`config.mk`:
```
export PLATFORM = sky130hd
export DESIGN_NAME = pla_backward_parser
export DESIGN_NICKNAME = d
export VERILOG_FILES = /design/src/logic/pla_pkg.sv /design/src/logic/xgmii_rx_delimiter.sv /design/src/logic/pla_mac_match.sv /design/src/logic/pla_slice_check.sv /design/src/logic/pla_wr_resp_track.sv /design/src/logic/pla_backward_parser.sv
export VERILOG_INCLUDE_DIRS = /design/src /design/src/logic
export SDC_FILE = /design/constraint.sdc
export NUM_CORES = 1
export LEC_CHECK = 0
export ABC_AREA = 0
export ABC_CLOCK_PERIOD_IN_PS = 4800
export BUFFER_PORTS_ARGS = -buffer_cell sky130_fd_sc_hd__clkbuf_2
export CAP_MARGIN = 30
export CELL_PAD_IN_SITES_DETAIL_PLACEMENT = 1
export CELL_PAD_IN_SITES_GLOBAL_PLACEMENT = 1
export CORE_AREA = 10 10 557 559
export CTS_CLUSTER_SIZE = 30
export DETAILED_ROUTE_END_ITERATION = 10
export DIE_AREA = 0 0 567 569
export PLACE_DENSITY_LB_ADDON = 0.1
export SLEW_MARGIN = 40
export SYNTH_ARGS = -nofsm -noshare
export SYNTH_HDL_FRONTEND = slang
export SYNTH_SLANG_ARGS = --single-unit
```
`constraint.sdc`:
```
create_clock -name I_pla_312m5_clk -period 4.8 [get_ports I_pla_312m5_clk]
set_input_delay 0.48 -clock I_pla_312m5_clk [delete_from_list [all_inputs] [get_ports I_pla_312m5_clk]]
set_output_delay 0.48 -clock I_pla_312m5_clk [all_outputs]
set_load 0.05 [all_outputs]
```
`src/logic/pla_params.svh`:
```
/*
 * constants of the PLA receive parser: XGMII characters, plane and MAC
 * table sizes, field widths and the slice framing rule
 */
`ifndef PLA_PARAMS_SVH
`define PLA_PARAMS_SVH

// xgmii characters
`define PLA_XGMII_START     8'hFB
`define PLA_XGMII_TERM      8'hFD
`define PLA_PREAMBLE_WORD   24'h555555
`define PLA_SFD_WORD        32'h5555_55D5

// planes and mac table
`define PLA_NUM             3
`define PLA_AIR_PER_PLANE   8
`define PLA_MAC_W           48

// field and counter widths
`define PLA_SLICE_ID_W      15
`define PLA_ERR_CNT_W       16
`define PLA_LEN_CNT_W       7

// tag word through terminate word inclusive
`define PLA_SLICE_WORDS     7'd66
// terminate in lane 1, data bytes in 31..16
`define PLA_SLICE_TERM_CTRL 4'b0011

`endif

```
`src/logic/pla_pkg.sv`:
```
/*
 * shared types of the PLA receive parser: MAC table entry, the frame view
 * from the delimiter, the selected plane and the slice tag word layout
 */
`include "pla_params.svh"

package pla_pkg;

    typedef enum logic [1:0] {IDLE = 2'd0, PRE = 2'd1, MAC = 2'd2, DATA = 2'd3} pla_state_e;

    typedef logic [`PLA_LEN_CNT_W-1:0] pla_len_cnt_t;

    typedef struct packed {
        logic [`PLA_MAC_W-1:0]                         rcu;
        logic [`PLA_AIR_PER_PLANE-1:0][`PLA_MAC_W-1:0] air;
    } pla_plane_mac_t;

    // first word after the source address
    typedef struct packed {
        logic                       req;
        logic [`PLA_SLICE_ID_W-1:0] slice_id;
        logic [15:0]                half;
    } pla_tag_t;

    typedef union packed {
        logic [31:0] raw;
        pla_tag_t    tag;
    } pla_tag_u;

    typedef struct packed {
        pla_state_e   state;
        pla_len_cnt_t cnt;
        logic [31:0]  data;
        logic [3:0]   ctrl;
        logic [31:0]  prev;
        logic [31:0]  prev2;
        logic [31:0]  prev3;
        logic         term;
        logic [3:0]   term_ctrl;
        logic         is_data;
    } xgmii_frame_t;

    typedef struct packed {
        logic       mac_ok;
        logic [1:0] plane;
        logic       checked;
    } pla_plane_sel_t;

endpackage

```
`src/logic/xgmii_rx_delimiter.sv`:
```
/*
 * XGMII receive delimiter: registers the input word, finds start, SFD and
 * terminate, runs the PLA frame FSM and counts the words of each frame
 */
`timescale 1ns/100ps
`include "pla_params.svh"

module xgmii_rx_delimiter
    import pla_pkg::*;
(
    input  logic         I_pla_312m5_clk,
    input  logic         I_pla_rst,
    input  logic [31:0]  xgmii_rxd,
    input  logic [3:0]   xgmii_rxc,
    output xgmii_frame_t frame
);

    logic         start_hit;
    logic         sfd_hit;
    logic         ctrl_any;
    logic         term_hit;
    pla_state_e   state_nxt;
    pla_len_cnt_t cnt_nxt;

    pla_state_e   state_q;
    pla_len_cnt_t cnt_q;
    logic [3:0]   ctrl_q;
    logic         term_q;
    logic [3:0]   term_ctrl_q;
    logic         is_data_q;
    logic [31:0]  data_q;
    logic [31:0]  prev_q;
    logic [31:0]  prev2_q;
    logic [31:0]  prev3_q;

    assign start_hit = (xgmii_rxc == 4'b1000) &&
                       (xgmii_rxd == {`PLA_XGMII_START, `PLA_PREAMBLE_WORD});
    assign sfd_hit   = (xgmii_rxc == 4'b0000) && (xgmii_rxd == `PLA_SFD_WORD);
    assign ctrl_any  = |xgmii_rxc;

    // terminate lane is the highest control lane
    always_comb
    begin
        case (xgmii_rxc)
            4'b0001: term_hit = xgmii_rxd[7:0] == `PLA_XGMII_TERM;
            4'b0011: term_hit = xgmii_rxd[15:8] == `PLA_XGMII_TERM;
            4'b0111: term_hit = xgmii_rxd[23:16] == `PLA_XGMII_TERM;
            4'b1111: term_hit = xgmii_rxd[31:24] == `PLA_XGMII_TERM;
            default: term_hit = 1'b0;
        endcase
    end

    // --------------------------------------------------
    // frame fsm, state labels the word now registered
    // --------------------------------------------------
    always_comb
    begin
        state_nxt = state_q;
        case (state_q)
            IDLE: state_nxt = start_hit ? PRE : IDLE;
            PRE:
            begin
                if (sfd_hit)
                    state_nxt = MAC;
                else
                    state_nxt = start_hit ? PRE : IDLE;
            end
            MAC:
            begin
                if (ctrl_any)
                    state_nxt = IDLE;
                else if (cnt_q == pla_len_cnt_t'(3))
                    state_nxt = DATA;
            end
            DATA:
            begin
                // leave once the last registered word carried control
                if (|ctrl_q)
                    state_nxt = start_hit ? PRE : IDLE;
            end
        endcase
    end

    always_comb
    begin
        case (state_nxt)
            MAC:     cnt_nxt = (state_q == MAC) ? cnt_q + 1'b1 : '0;
            DATA:
            begin
                if (state_q != DATA)
                    cnt_nxt = pla_len_cnt_t'(1);
                else
                    cnt_nxt = (&cnt_q) ? cnt_q : cnt_q + 1'b1;
            end
            default: cnt_nxt = '0;
        endcase
    end

    always_ff @(posedge I_pla_312m5_clk)
    begin
        if (I_pla_rst)
        begin
            state_q     <= IDLE;
            cnt_q       <= '0;
            ctrl_q      <= 4'hf;
            term_q      <= 1'b0;
            term_ctrl_q <= 4'h0;
            is_data_q   <= 1'b0;
        end
        else
        begin
            state_q     <= state_nxt;
            cnt_q       <= cnt_nxt;
            ctrl_q      <= xgmii_rxc;
            term_q      <= term_hit;
            term_ctrl_q <= term_hit ? xgmii_rxc : 4'h0;
            is_data_q   <= ~ctrl_any;
        end
    end

    // delay line, last four words feed the address compare
    always_ff @(posedge I_pla_312m5_clk)
    begin
        data_q  <= xgmii_rxd;
        prev_q  <= data_q;
        prev2_q <= prev_q;
        prev3_q <= prev2_q;
    end

    assign frame = '{state: state_q, cnt: cnt_q, data: data_q, ctrl: ctrl_q,
                     prev: prev_q, prev2: prev2_q, prev3: prev3_q, term: term_q,
                     term_ctrl: term_ctrl_q, is_data: is_data_q};

endmodule

```
`src/logic/pla_mac_match.sv`:
```
/*
 * address match: compares DA and SA of each frame against the RCU and air
 * MACs of every plane and locks the highest matching plane
 */
`timescale 1ns/100ps
`include "pla_params.svh"

module pla_mac_match
    import pla_pkg::*;
(
    input  logic                           I_pla_312m5_clk,
    input  logic                           I_pla_rst,
    input  xgmii_frame_t                   frame,
    input  pla_plane_mac_t [`PLA_NUM-1:0]  mac_cfg,
    output pla_plane_sel_t                 plane_sel
);

    logic [`PLA_MAC_W-1:0]                       da;
    logic [`PLA_MAC_W-1:0]                       sa;
    logic [`PLA_NUM-1:0]                         da_hit;
    logic [`PLA_NUM-1:0][`PLA_AIR_PER_PLANE-1:0] sa_hit;
    logic [`PLA_NUM-1:0]                         plane_hit;
    logic [1:0]                                  best;
    logic                                        enter_data;

    // tag word registered, addresses sit in the three words before it
    assign da = {frame.prev3, frame.prev2[31:16]};
    assign sa = {frame.prev2[15:0], frame.prev};

    assign enter_data = (frame.state == DATA) && (frame.cnt == pla_len_cnt_t'(1));

    generate
        for (genvar p = 0; p < `PLA_NUM; p++)
        begin : g_plane
            assign da_hit[p] = da == mac_cfg[p].rcu;
            for (genvar a = 0; a < `PLA_AIR_PER_PLANE; a++)
            begin : g_air
                assign sa_hit[p][a] = sa == mac_cfg[p].air[a];
            end
            assign plane_hit[p] = da_hit[p] && (|sa_hit[p]);
        end
    endgenerate

    // higher plane index wins
    always_comb
    begin
        best = 2'd0;
        for (int p = 0; p < `PLA_NUM; p++)
        begin
            if (plane_hit[p])
                best = 2'(p);
        end
    end

    always_ff @(posedge I_pla_312m5_clk)
    begin
        if (I_pla_rst)
        begin
            plane_sel <= '0;
        end
        else
        begin
            plane_sel.checked <= enter_data;
            if (enter_data)
            begin
                plane_sel.mac_ok <= |plane_hit;
                plane_sel.plane  <= best;
            end
        end
    end

endmodule

```
`src/logic/pla_slice_check.sv`:
```
/*
 * slice check: decodes the tag word, realigns payload halves into 32-bit
 * words, applies the length and terminate-lane rule per frame and keeps
 * the length and MAC error counters
 */
`timescale 1ns/100ps
`include "pla_params.svh"

module pla_slice_check
    import pla_pkg::*;
(
    input  logic                        I_pla_312m5_clk,
    input  logic                        I_pla_rst,
    input  xgmii_frame_t                frame,
    input  pla_plane_sel_t              plane_sel,
    input  logic                        cnt_clear,
    output logic [`PLA_SLICE_ID_W-1:0]  slice_id,
    output logic [31:0]                 payload,
    output logic                        payload_en,
    output logic [`PLA_NUM-1:0]         check_ok,
    output logic [`PLA_ERR_CNT_W-1:0]   len_err_cnt,
    output logic [`PLA_ERR_CNT_W-1:0]   mac_err_cnt
);

    pla_tag_u    cur_w;
    logic        tag_now;
    logic        end_now;
    logic        len_ok;
    logic        req_q;
    logic        slice_ok_q;
    logic        len_err_q;
    logic        payload_en_q;
    logic [31:0] payload_q;

    assign cur_w   = frame.data;
    assign tag_now = (frame.state == DATA) && frame.is_data && (frame.cnt == pla_len_cnt_t'(1));
    assign end_now = (frame.state == DATA) && !frame.is_data;
    assign len_ok  = (frame.cnt == `PLA_SLICE_WORDS) && frame.term &&
                     (frame.term_ctrl == `PLA_SLICE_TERM_CTRL);

    // --------------------------------------------------
    // first stage: tag decode and end-of-frame verdict
    // --------------------------------------------------
    always_ff @(posedge I_pla_312m5_clk)
    begin
        if (I_pla_rst)
        begin
            req_q        <= 1'b0;
            slice_id     <= '0;
            slice_ok_q   <= 1'b0;
            len_err_q    <= 1'b0;
            payload_en_q <= 1'b0;
        end
        else
        begin
            if (tag_now)
            begin
                req_q    <= cur_w.tag.req;
                slice_id <= cur_w.tag.req ? '0 : cur_w.tag.slice_id;
            end
            slice_ok_q   <= end_now && plane_sel.mac_ok && !req_q && len_ok;
            len_err_q    <= end_now && plane_sel.mac_ok && !req_q && !len_ok;
            payload_en_q <= (frame.state == DATA) && frame.is_data &&
                            (frame.cnt > pla_len_cnt_t'(1));
        end
    end

    // low half of the previous word leads
    always_ff @(posedge I_pla_312m5_clk)
    begin
        payload_q <= {frame.prev[15:0], cur_w.raw[31:16]};
        payload   <= payload_q;
    end

    // --------------------------------------------------
    // second stage: outputs and counters
    // --------------------------------------------------
    always_ff @(posedge I_pla_312m5_clk)
    begin
        if (I_pla_rst)
        begin
            payload_en <= 1'b0;
            check_ok   <= '0;
        end
        else
        begin
            payload_en <= payload_en_q;
            check_ok   <= slice_ok_q ? ({{(`PLA_NUM-1){1'b0}}, 1'b1} << plane_sel.plane) : '0;
        end
    end

    always_ff @(posedge I_pla_312m5_clk)
    begin
        if (I_pla_rst || cnt_clear)
        begin
            len_err_cnt <= '0;
            mac_err_cnt <= '0;
        end
        else
        begin
            if (len_err_q)
                len_err_cnt <= len_err_cnt + 1'b1;
            // frame reached data with no plane matching
            if (plane_sel.checked && !plane_sel.mac_ok)
                mac_err_cnt <= mac_err_cnt + 1'b1;
        end
    end

endmodule

```
`src/logic/pla_wr_resp_track.sv`:
```
/*
 * write response tracking: each plane keeps the id of its last accepted
 * slice and publishes it on a rising edge of its write response
 */
`timescale 1ns/100ps
`include "pla_params.svh"

module pla_wr_resp_track
(
    input  logic                                        I_pla_312m5_clk,
    input  logic                                        I_pla_rst,
    input  logic [`PLA_NUM-1:0]                         check_ok,
    input  logic [`PLA_SLICE_ID_W-1:0]                  slice_id,
    input  logic [`PLA_NUM-1:0]                         wr_resp,
    output logic [`PLA_NUM-1:0][`PLA_SLICE_ID_W-1:0]    new_id,
    output logic [`PLA_NUM-1:0]                         new_id_valid
);

    logic [`PLA_NUM-1:0]                      wr_q;
    logic [`PLA_NUM-1:0]                      wr_rise;
    logic [`PLA_NUM-1:0][`PLA_SLICE_ID_W-1:0] last_id;

    assign wr_rise = wr_resp & ~wr_q;

    always_ff @(posedge I_pla_312m5_clk)
    begin
        if (I_pla_rst)
        begin
            wr_q         <= '0;
            last_id      <= '0;
            new_id       <= '0;
            new_id_valid <= '0;
        end
        else
        begin
            wr_q         <= wr_resp;
            new_id_valid <= wr_rise;
            for (int p = 0; p < `PLA_NUM; p++)
            begin
                if (check_ok[p])
                    last_id[p] <= slice_id;
                if (wr_rise[p])
                    new_id[p] <= last_id[p];
            end
        end
    end

endmodule

```
`src/logic/pla_backward_parser.sv`:
```
/*
 * PLA receive-side slice parser top: XGMII delimiter, address match,
 * slice check and write response tracking
 */
`timescale 1ns/100ps
`include "pla_params.svh"

module pla_backward_parser
    import pla_pkg::*;
(
    input  logic                                        I_pla_312m5_clk,
    input  logic                                        I_pla_rst,
    input  logic [31:0]                                 xgmii_rxd,
    input  logic [3:0]                                  xgmii_rxc,
    input  pla_plane_mac_t [`PLA_NUM-1:0]               mac_cfg,
    input  logic [`PLA_NUM-1:0]                         wr_resp,
    input  logic                                        cnt_clear,
    output logic [1:0]                                  xgmii_pla_num,
    output logic [`PLA_SLICE_ID_W-1:0]                  slice_id,
    output logic [31:0]                                 payload,
    output logic                                        payload_en,
    output logic [`PLA_NUM-1:0]                         check_ok,
    output logic [`PLA_NUM-1:0][`PLA_SLICE_ID_W-1:0]    new_id,
    output logic [`PLA_NUM-1:0]                         new_id_valid,
    output logic [`PLA_ERR_CNT_W-1:0]                   len_err_cnt,
    output logic [`PLA_ERR_CNT_W-1:0]                   mac_err_cnt
);

    xgmii_frame_t   frame;
    pla_plane_sel_t plane_sel;

    assign xgmii_pla_num = plane_sel.plane;

    xgmii_rx_delimiter u_delimiter (
        .I_pla_312m5_clk (I_pla_312m5_clk),
        .I_pla_rst       (I_pla_rst),
        .xgmii_rxd       (xgmii_rxd),
        .xgmii_rxc       (xgmii_rxc),
        .frame           (frame)
    );

    pla_mac_match u_mac_match (
        .I_pla_312m5_clk (I_pla_312m5_clk),
        .I_pla_rst       (I_pla_rst),
        .frame           (frame),
        .mac_cfg         (mac_cfg),
        .plane_sel       (plane_sel)
    );

    pla_slice_check u_slice_check (
        .I_pla_312m5_clk (I_pla_312m5_clk),
        .I_pla_rst       (I_pla_rst),
        .frame           (frame),
        .plane_sel       (plane_sel),
        .cnt_clear       (cnt_clear),
        .slice_id        (slice_id),
        .payload         (payload),
        .payload_en      (payload_en),
        .check_ok        (check_ok),
        .len_err_cnt     (len_err_cnt),
        .mac_err_cnt     (mac_err_cnt)
    );

    pla_wr_resp_track u_wr_resp_track (
        .I_pla_312m5_clk (I_pla_312m5_clk),
        .I_pla_rst       (I_pla_rst),
        .check_ok        (check_ok),
        .slice_id        (slice_id),
        .wr_resp         (wr_resp),
        .new_id          (new_id),
        .new_id_valid    (new_id_valid)
    );

endmodule

```
# Word-level counts from Yosys, hierarchy flattened
# Cells that the tools add are included.
# totals
register_bits,366
inputBits,1338
wordCells,138
# op_classes
n_lt_le_gt_ge,1
n_bitwise,5
n_shift,1
eq_ne,49
addsub,3
n_reduce_logical,33
mux,14
# ops
op,count
48-bit == test,27
"16-bit by 1-bit adder with 16-bit output, second input constant",2
"32-bit by 31-bit == test with 1-bit output, second input constant",1
"32-bit == test, second input constant",1
"8-bit == test, second input constant",4
8-bit OR reduction,3
7-bit 2-to-1 mux,3
1-bit logical AND,17
15-bit 2-to-1 mux,1
7-bit one-hot mux with 2 select lines,1
2-bit 2-to-1 mux,5
"2-bit == test, second input constant",4
"4-bit by 2-bit == test with 1-bit output, second input constant",2
"4-bit == test, second input constant",2
2-bit one-hot mux with 4 select lines,1
4-bit OR reduction,2
"7-bit by 1-bit adder with 7-bit output, second input constant",1
"7-bit by 1-bit == test with 1-bit output, second input constant",1
"7-bit by 2-bit == test with 1-bit output, second input constant",1
"7-bit == test, second input constant",1
"7-bit by 1-bit > comparator with 1-bit output, second input constant",1
7-bit AND reduction,1
"4-bit by 1-bit == test with 1-bit output, second input constant",1
"4-bit by 3-bit == test with 1-bit output, second input constant",1
other kinds (15),22

# Depth between registers and ports, before layout
# logic_depth
ltp_word,7
ltp_mapped,9
depth_no_buf,8

# Cells and area by module
# A second synthesis with hierarchy kept.
# hier_totals
hier_cells,2827
hier_area_um2,26927.1
# modules_own_cells
module,area_each_um2,instances,cells_each,seq_area_each_um2
pla_mac_match,15783.9,1,1896,80.1
pla_wr_resp_track,3915.0,1,360,1921.8
xgmii_rx_delimiter,3638.5,1,252,2942.8
pla_slice_check,3589.7,1,319,2382.3

# Worst setup path before layout
# OpenSTA, ideal clock, no wires.
# synth_timing
path_kind,input -> register
startpoint,input xgmii_rxc[2]
endpoint,register u_delimiter.cnt_q[1]
slack_ps,2780
path_stages,7
setup_ps,59
arrival_time_ps,1962
cell_sequence,buf_2 > buf_6 > nor4_1 > and3b_1 > a21oi_1 > nor2_1 > o211a_1
# synth_via
elab_chain_len,7
word_cells_on_any_way,14
classes_between,eq/ne: 4; mux: 6; reduce/logical: 4
# synth_lines
element,line_no,rtl
"start, declared",pla_backward_parser.sv:14,"input logic [3:0] xgmii_rxc,"
4-bit == test,xgmii_rx_delimiter.sv:36,assign start_hit = (xgmii_rxc == 4'b1000) &&
1-bit logical AND,xgmii_rx_delimiter.sv:36,
1-bit 2-to-1 mux,"xgmii_rx_delimiter.sv:60, xgmii_rx_delimiter.sv:66, xgmii_rx_delimiter.sv:79",
"2-bit 2-to-1 mux, on equally long branches","xgmii_rx_delimiter.sv:78, xgmii_rx_delimiter.sv:63",
2-bit one-hot mux with 4 select lines (*),xgmii_rx_delimiter.sv:59,case (state_q)
2-bit == test,xgmii_rx_delimiter.sv:86,case (state_nxt)
7-bit one-hot mux with 2 select lines or 3-bit by 2-bit != test with 1-bit output (tied branches),-,
"end signal, assigned",xgmii_rx_delimiter.sv:113,cnt_q <= cnt_nxt;
"end, declared",xgmii_rx_delimiter.sv:26,pla_len_cnt_t cnt_q;
# Every way passes the cells marked *; elsewhere a longest branch is shown, timed or not.
# A chain may end at the register's enable or synchronous reset.

==> metrics.csv <==
metric;value;unit
Max Slew Vio Count;0;
Chip Height;569;um
clk slew on worst S/H paths;60;ps
PwrDens;249;nW/um^2
antenna viol nets, final;0;
vias per std cell;3.40;
RSZ-0062 raised after global routing;no;
Setup Crit Path Kind;register to register;
status;finished, final reports clean;
largest net degree at the start of global routing;55;
initial antenna violation count;200;
Mapped Area;24500;um^2
postcts setup bufs;0;
syn avg cell area;8.77;um^2
Netlist cell types;48;
Global Route Usage Sum;19.4;%
Root Buffer;clkbuf_16;
Final Wtd Congestion;0.850;
drt pass-1 iters;5;
Final Hold Viols;0;
gr ovfl total;0;
FMAX;278;MHz
Post-Route WL;330000;um
DRC Markers;0;
Area growth syn-to-layout;60.2;%
CP Launch Type;register;
Clock Sinks;302;
IO buf count;1470;
Leak;14.1;nW
ys flop type;dfxtp_1;
worst setup slack after layout;1200;ps
hold path cells;1;
number of flops mapped to enable cells by yosys;0;
register area;6230;um^2
Setup crit end kind;register;
Syn Nets;4132;
post_cts resized;0;
ys async rst share;0;%
pre-CTS setup slack;980;ps
reg-to-reg endpoint;u_mac_match.plane_sel[1];
first-pass GRT wire length;400000;um
max cap viols;0;
Tcrit/Tclk final;75.0;%
worst hold start;xgmii_rxd[23];
Worst Skew;36.5;ps
CP arrival;4130;ps
Die Footprint;323000;um^2
Max-slew headroom;39.6;%
Initial Util;8.19;%
register bit count reported by yosys;302;
register area share after synthesis;24.7;%
share of cells above drive strength 1;41.3;%
crit path time final;3600;ps
yosys warns;0;
Rows;201;
Worst Tran Pin Value;906;ps
via count;28200;
maximum VDD drop;251;uV
Fill cells;35700;
reg2reg setup slack;1200;ps
CTS Hold Buffers Added;25;
DP Wirelength;280000;um
Multi-input gate area;17300;um^2
placed inst area;37100;um^2
IO Count;1471;
Worst Path Max Fanout;13;
clk_lat worst skew;650;ps
Post-Route Utilization;13.1;%
nets@finish;5579;
per-cell routed wire length;39.7;um
CTS Buf Count;48;
Clock Tree Buf Depth;3;
number of global-route vias before repair;30500;
worst hold path type;primary input to register;
WHS Endpoint;u_delimiter.data_q[23];
CP required;5330;ps
post-synthesis cell count;2789;
H-tree Lvls;2;
launch point of the worst reg-to-reg path;u_slice_check.payload_q[26];
CTS tree;yes;
Worst R2R Path Depth;9;
Core ar.;299000;um^2
Setup violations, final;0;
total design power;9.77;mW
DIE WIDTH;567;um
DRT iter0 DRCs;1529;
cell area after layout;39200;um^2
==> where the power goes <==
group          internal (mW)  switching [mW]  total, mW
combinational           1.25            1.54       2.78
sequential              2.56           0.429       2.99
clock                   2.39            1.60       3.99
total                   6.20            3.57       9.77
==> metrics by stage <==
step	setup TNS, ps	std cells	hold slack [ps]
finish	0	8306	78.8
global placement	-807	8099	311
detailed placement	0	8119	313
CTS	0	8230	14.6
global route	0	8268	38.4
floorplan	0	2789	310
==> sequential cells by signal, summed over array words and instances (netlist names), 2 cells and up <==
name and cells:
u_delimiter.cnt_q 7, u_delimiter.prev_q 16, u_wr_resp_track.new_id 45, u_wr_resp_track.last_id 45, u_slice_check.slice_id 15, u_slice_check.mac_err_cnt 16
u_delimiter.state_q 2, u_delimiter.data_q 32, u_slice_check.payload 31, u_slice_check.check_ok 3, u_delimiter.ctrl_q 4, u_slice_check.payload_q 31
u_slice_check.len_err_cnt 16, u_mac_match.plane_sel 4, u_delimiter.prev3_q 17, u_wr_resp_track.new_id_valid 3, u_delimiter.term_ctrl_q 4, u_wr_resp_track.wr_q 3
==> layer usage <==
metal / global-route usage [%] / routed length, um / up-vias
met1: 23.2 / 137000 / 14100
met3: 4.93 / 18900 / 376
met2: 34.4 / 163000 / 1291
met5: 0 / 587 / -
met4: 5.27 / 9940 / 90
li1: - / - / 12400
==> critical path: stages (launching register included) <==
cell	delay, ps
dfxtp_4	700
buf_12	260
buf_4	330
xnor2_1	160
nand4_1	150
nor4_1	610
nand3_1	270
nand4_1	270
o2111ai_1	360
o41ai_1	310
==> logic make-up after synthesis <==
group	count (synthesis)	synth area share, %
xor gates and xnor gates	1329	47.6
and+or+nand+nor	786	18.0
DFF	302	24.7
buffers and inverters	224	5.30
AOI/OAI and AO/OA	90	2.05
muxes	53	2.17
adders and majority gates	5	0.256
==> worst max path at each step <==
stage                               endpoint  cells past startpoint  slack, ps                         from
detailed placement  u_mac_match.plane_sel[3]                      8        980  u_slice_check.payload_q[24]
global placement    u_mac_match.plane_sel[3]                      8       -310   u_slice_check.payload_q[2]
CTS                 u_mac_match.plane_sel[3]                      9        980   u_slice_check.payload_q[9]
global route        u_mac_match.plane_sel[3]                      8       1030  u_slice_check.payload_q[28]
finish              u_mac_match.plane_sel[1]                      9       1200  u_slice_check.payload_q[26]
floorplan               u_delimiter.cnt_q[1]                      7       2780                 xgmii_rxc[2]
==> cell usage after synthesis, types with 2 or more instances <==
master,n,area (um^2)
or3_1,2,12.5
nand2_1,124,465
nor3b_1,9,67.6
buf_6,4,45.0
nor4_1,89,557
nand4_1,341,2130
nand2b_1,4,25.0
xnor2_1,1304,11400
nor3_1,6,30.0
o21ai_0,6,30.0
nand3_1,43,215
nor2_1,109,409
nand3b_1,2,15.0
buf_2,100,500
o22ai_1,3,18.8
nor3b_2,9,113
xor2_1,25,219
or2_2,4,25.0
ha_1,5,62.6
buf_1,8,30.0
inv_1,7,26.3
and4_1,5,43.8
buf_4,80,601
mux2i_1,53,531
dfxtp_1,302,6050
a21oi_1,68,340
o2111ai_1,4,35.0
nor2b_1,14,87.6
and3_1,12,75.1
and2_1,5,31.3
clkbuf_1,25,93.8
==> layout by cell type (no fill, tap or decap), types with 3 or more instances in the layout <==
| cell | synthesis | final |
|---|---|---|
| o21ai_0 | 6 | 6 |
| dfxtp_1 | 302 | 250 |
| buf_4 | 80 | 96 |
| xor2_1 | 25 | 25 |
| nor3b_2 | 9 | 9 |
| mux2i_1 | 53 | 53 |
| bufinv_16 | 0 | 6 |
| ha_1 | 5 | 5 |
| nand2_1 | 124 | 124 |
| dfxtp_2 | 0 | 4 |
| nor4_2 | 0 | 21 |
| dfxtp_4 | 0 | 48 |
| clkbuf_1 | 25 | 10 |
| dlygate4sd3_1 | 0 | 25 |
| clkinv_2 | 0 | 5 |
| o22ai_1 | 3 | 3 |
| a21oi_1 | 68 | 68 |
| nor4_4 | 0 | 3 |
| diode_2 | 0 | 76 |
| inv_1 | 7 | 7 |
| or2_2 | 4 | 4 |
| clkbuf_16 | 0 | 50 |
| nand3_1 | 43 | 43 |
| nor4_1 | 89 | 65 |
| xnor2_1 | 1304 | 1304 |
| o2111ai_1 | 4 | 4 |
| nor2_1 | 109 | 109 |
| clkbuf_8 | 0 | 10 |
| buf_12 | 0 | 17 |
| and3_1 | 12 | 12 |
| nor3_1 | 6 | 6 |
| and2_1 | 5 | 5 |
| and4_1 | 5 | 5 |
| clkbuf_2 | 0 | 1469 |
| nor2b_1 | 14 | 11 |
| nand4_1 | 341 | 341 |
| nor3b_1 | 9 | 9 |
==> area by class of cell <==
| type | instances | share of cell area (%) |
|---|---|---|
| repair buffers | 1614 | 22.4 |
| multi-input cells | 2263 | 44.2 |
| diodes | 76 | 0.485 |
| clock inverters | 16 | 0.740 |
| clock buffers | 70 | 3.64 |
| inverters | 7 | 0.0670 |
| flip-flops and latches | 302 | 15.9 |
| well taps | 3958 | 12.6 |
(Power assumes the default switching activity.)
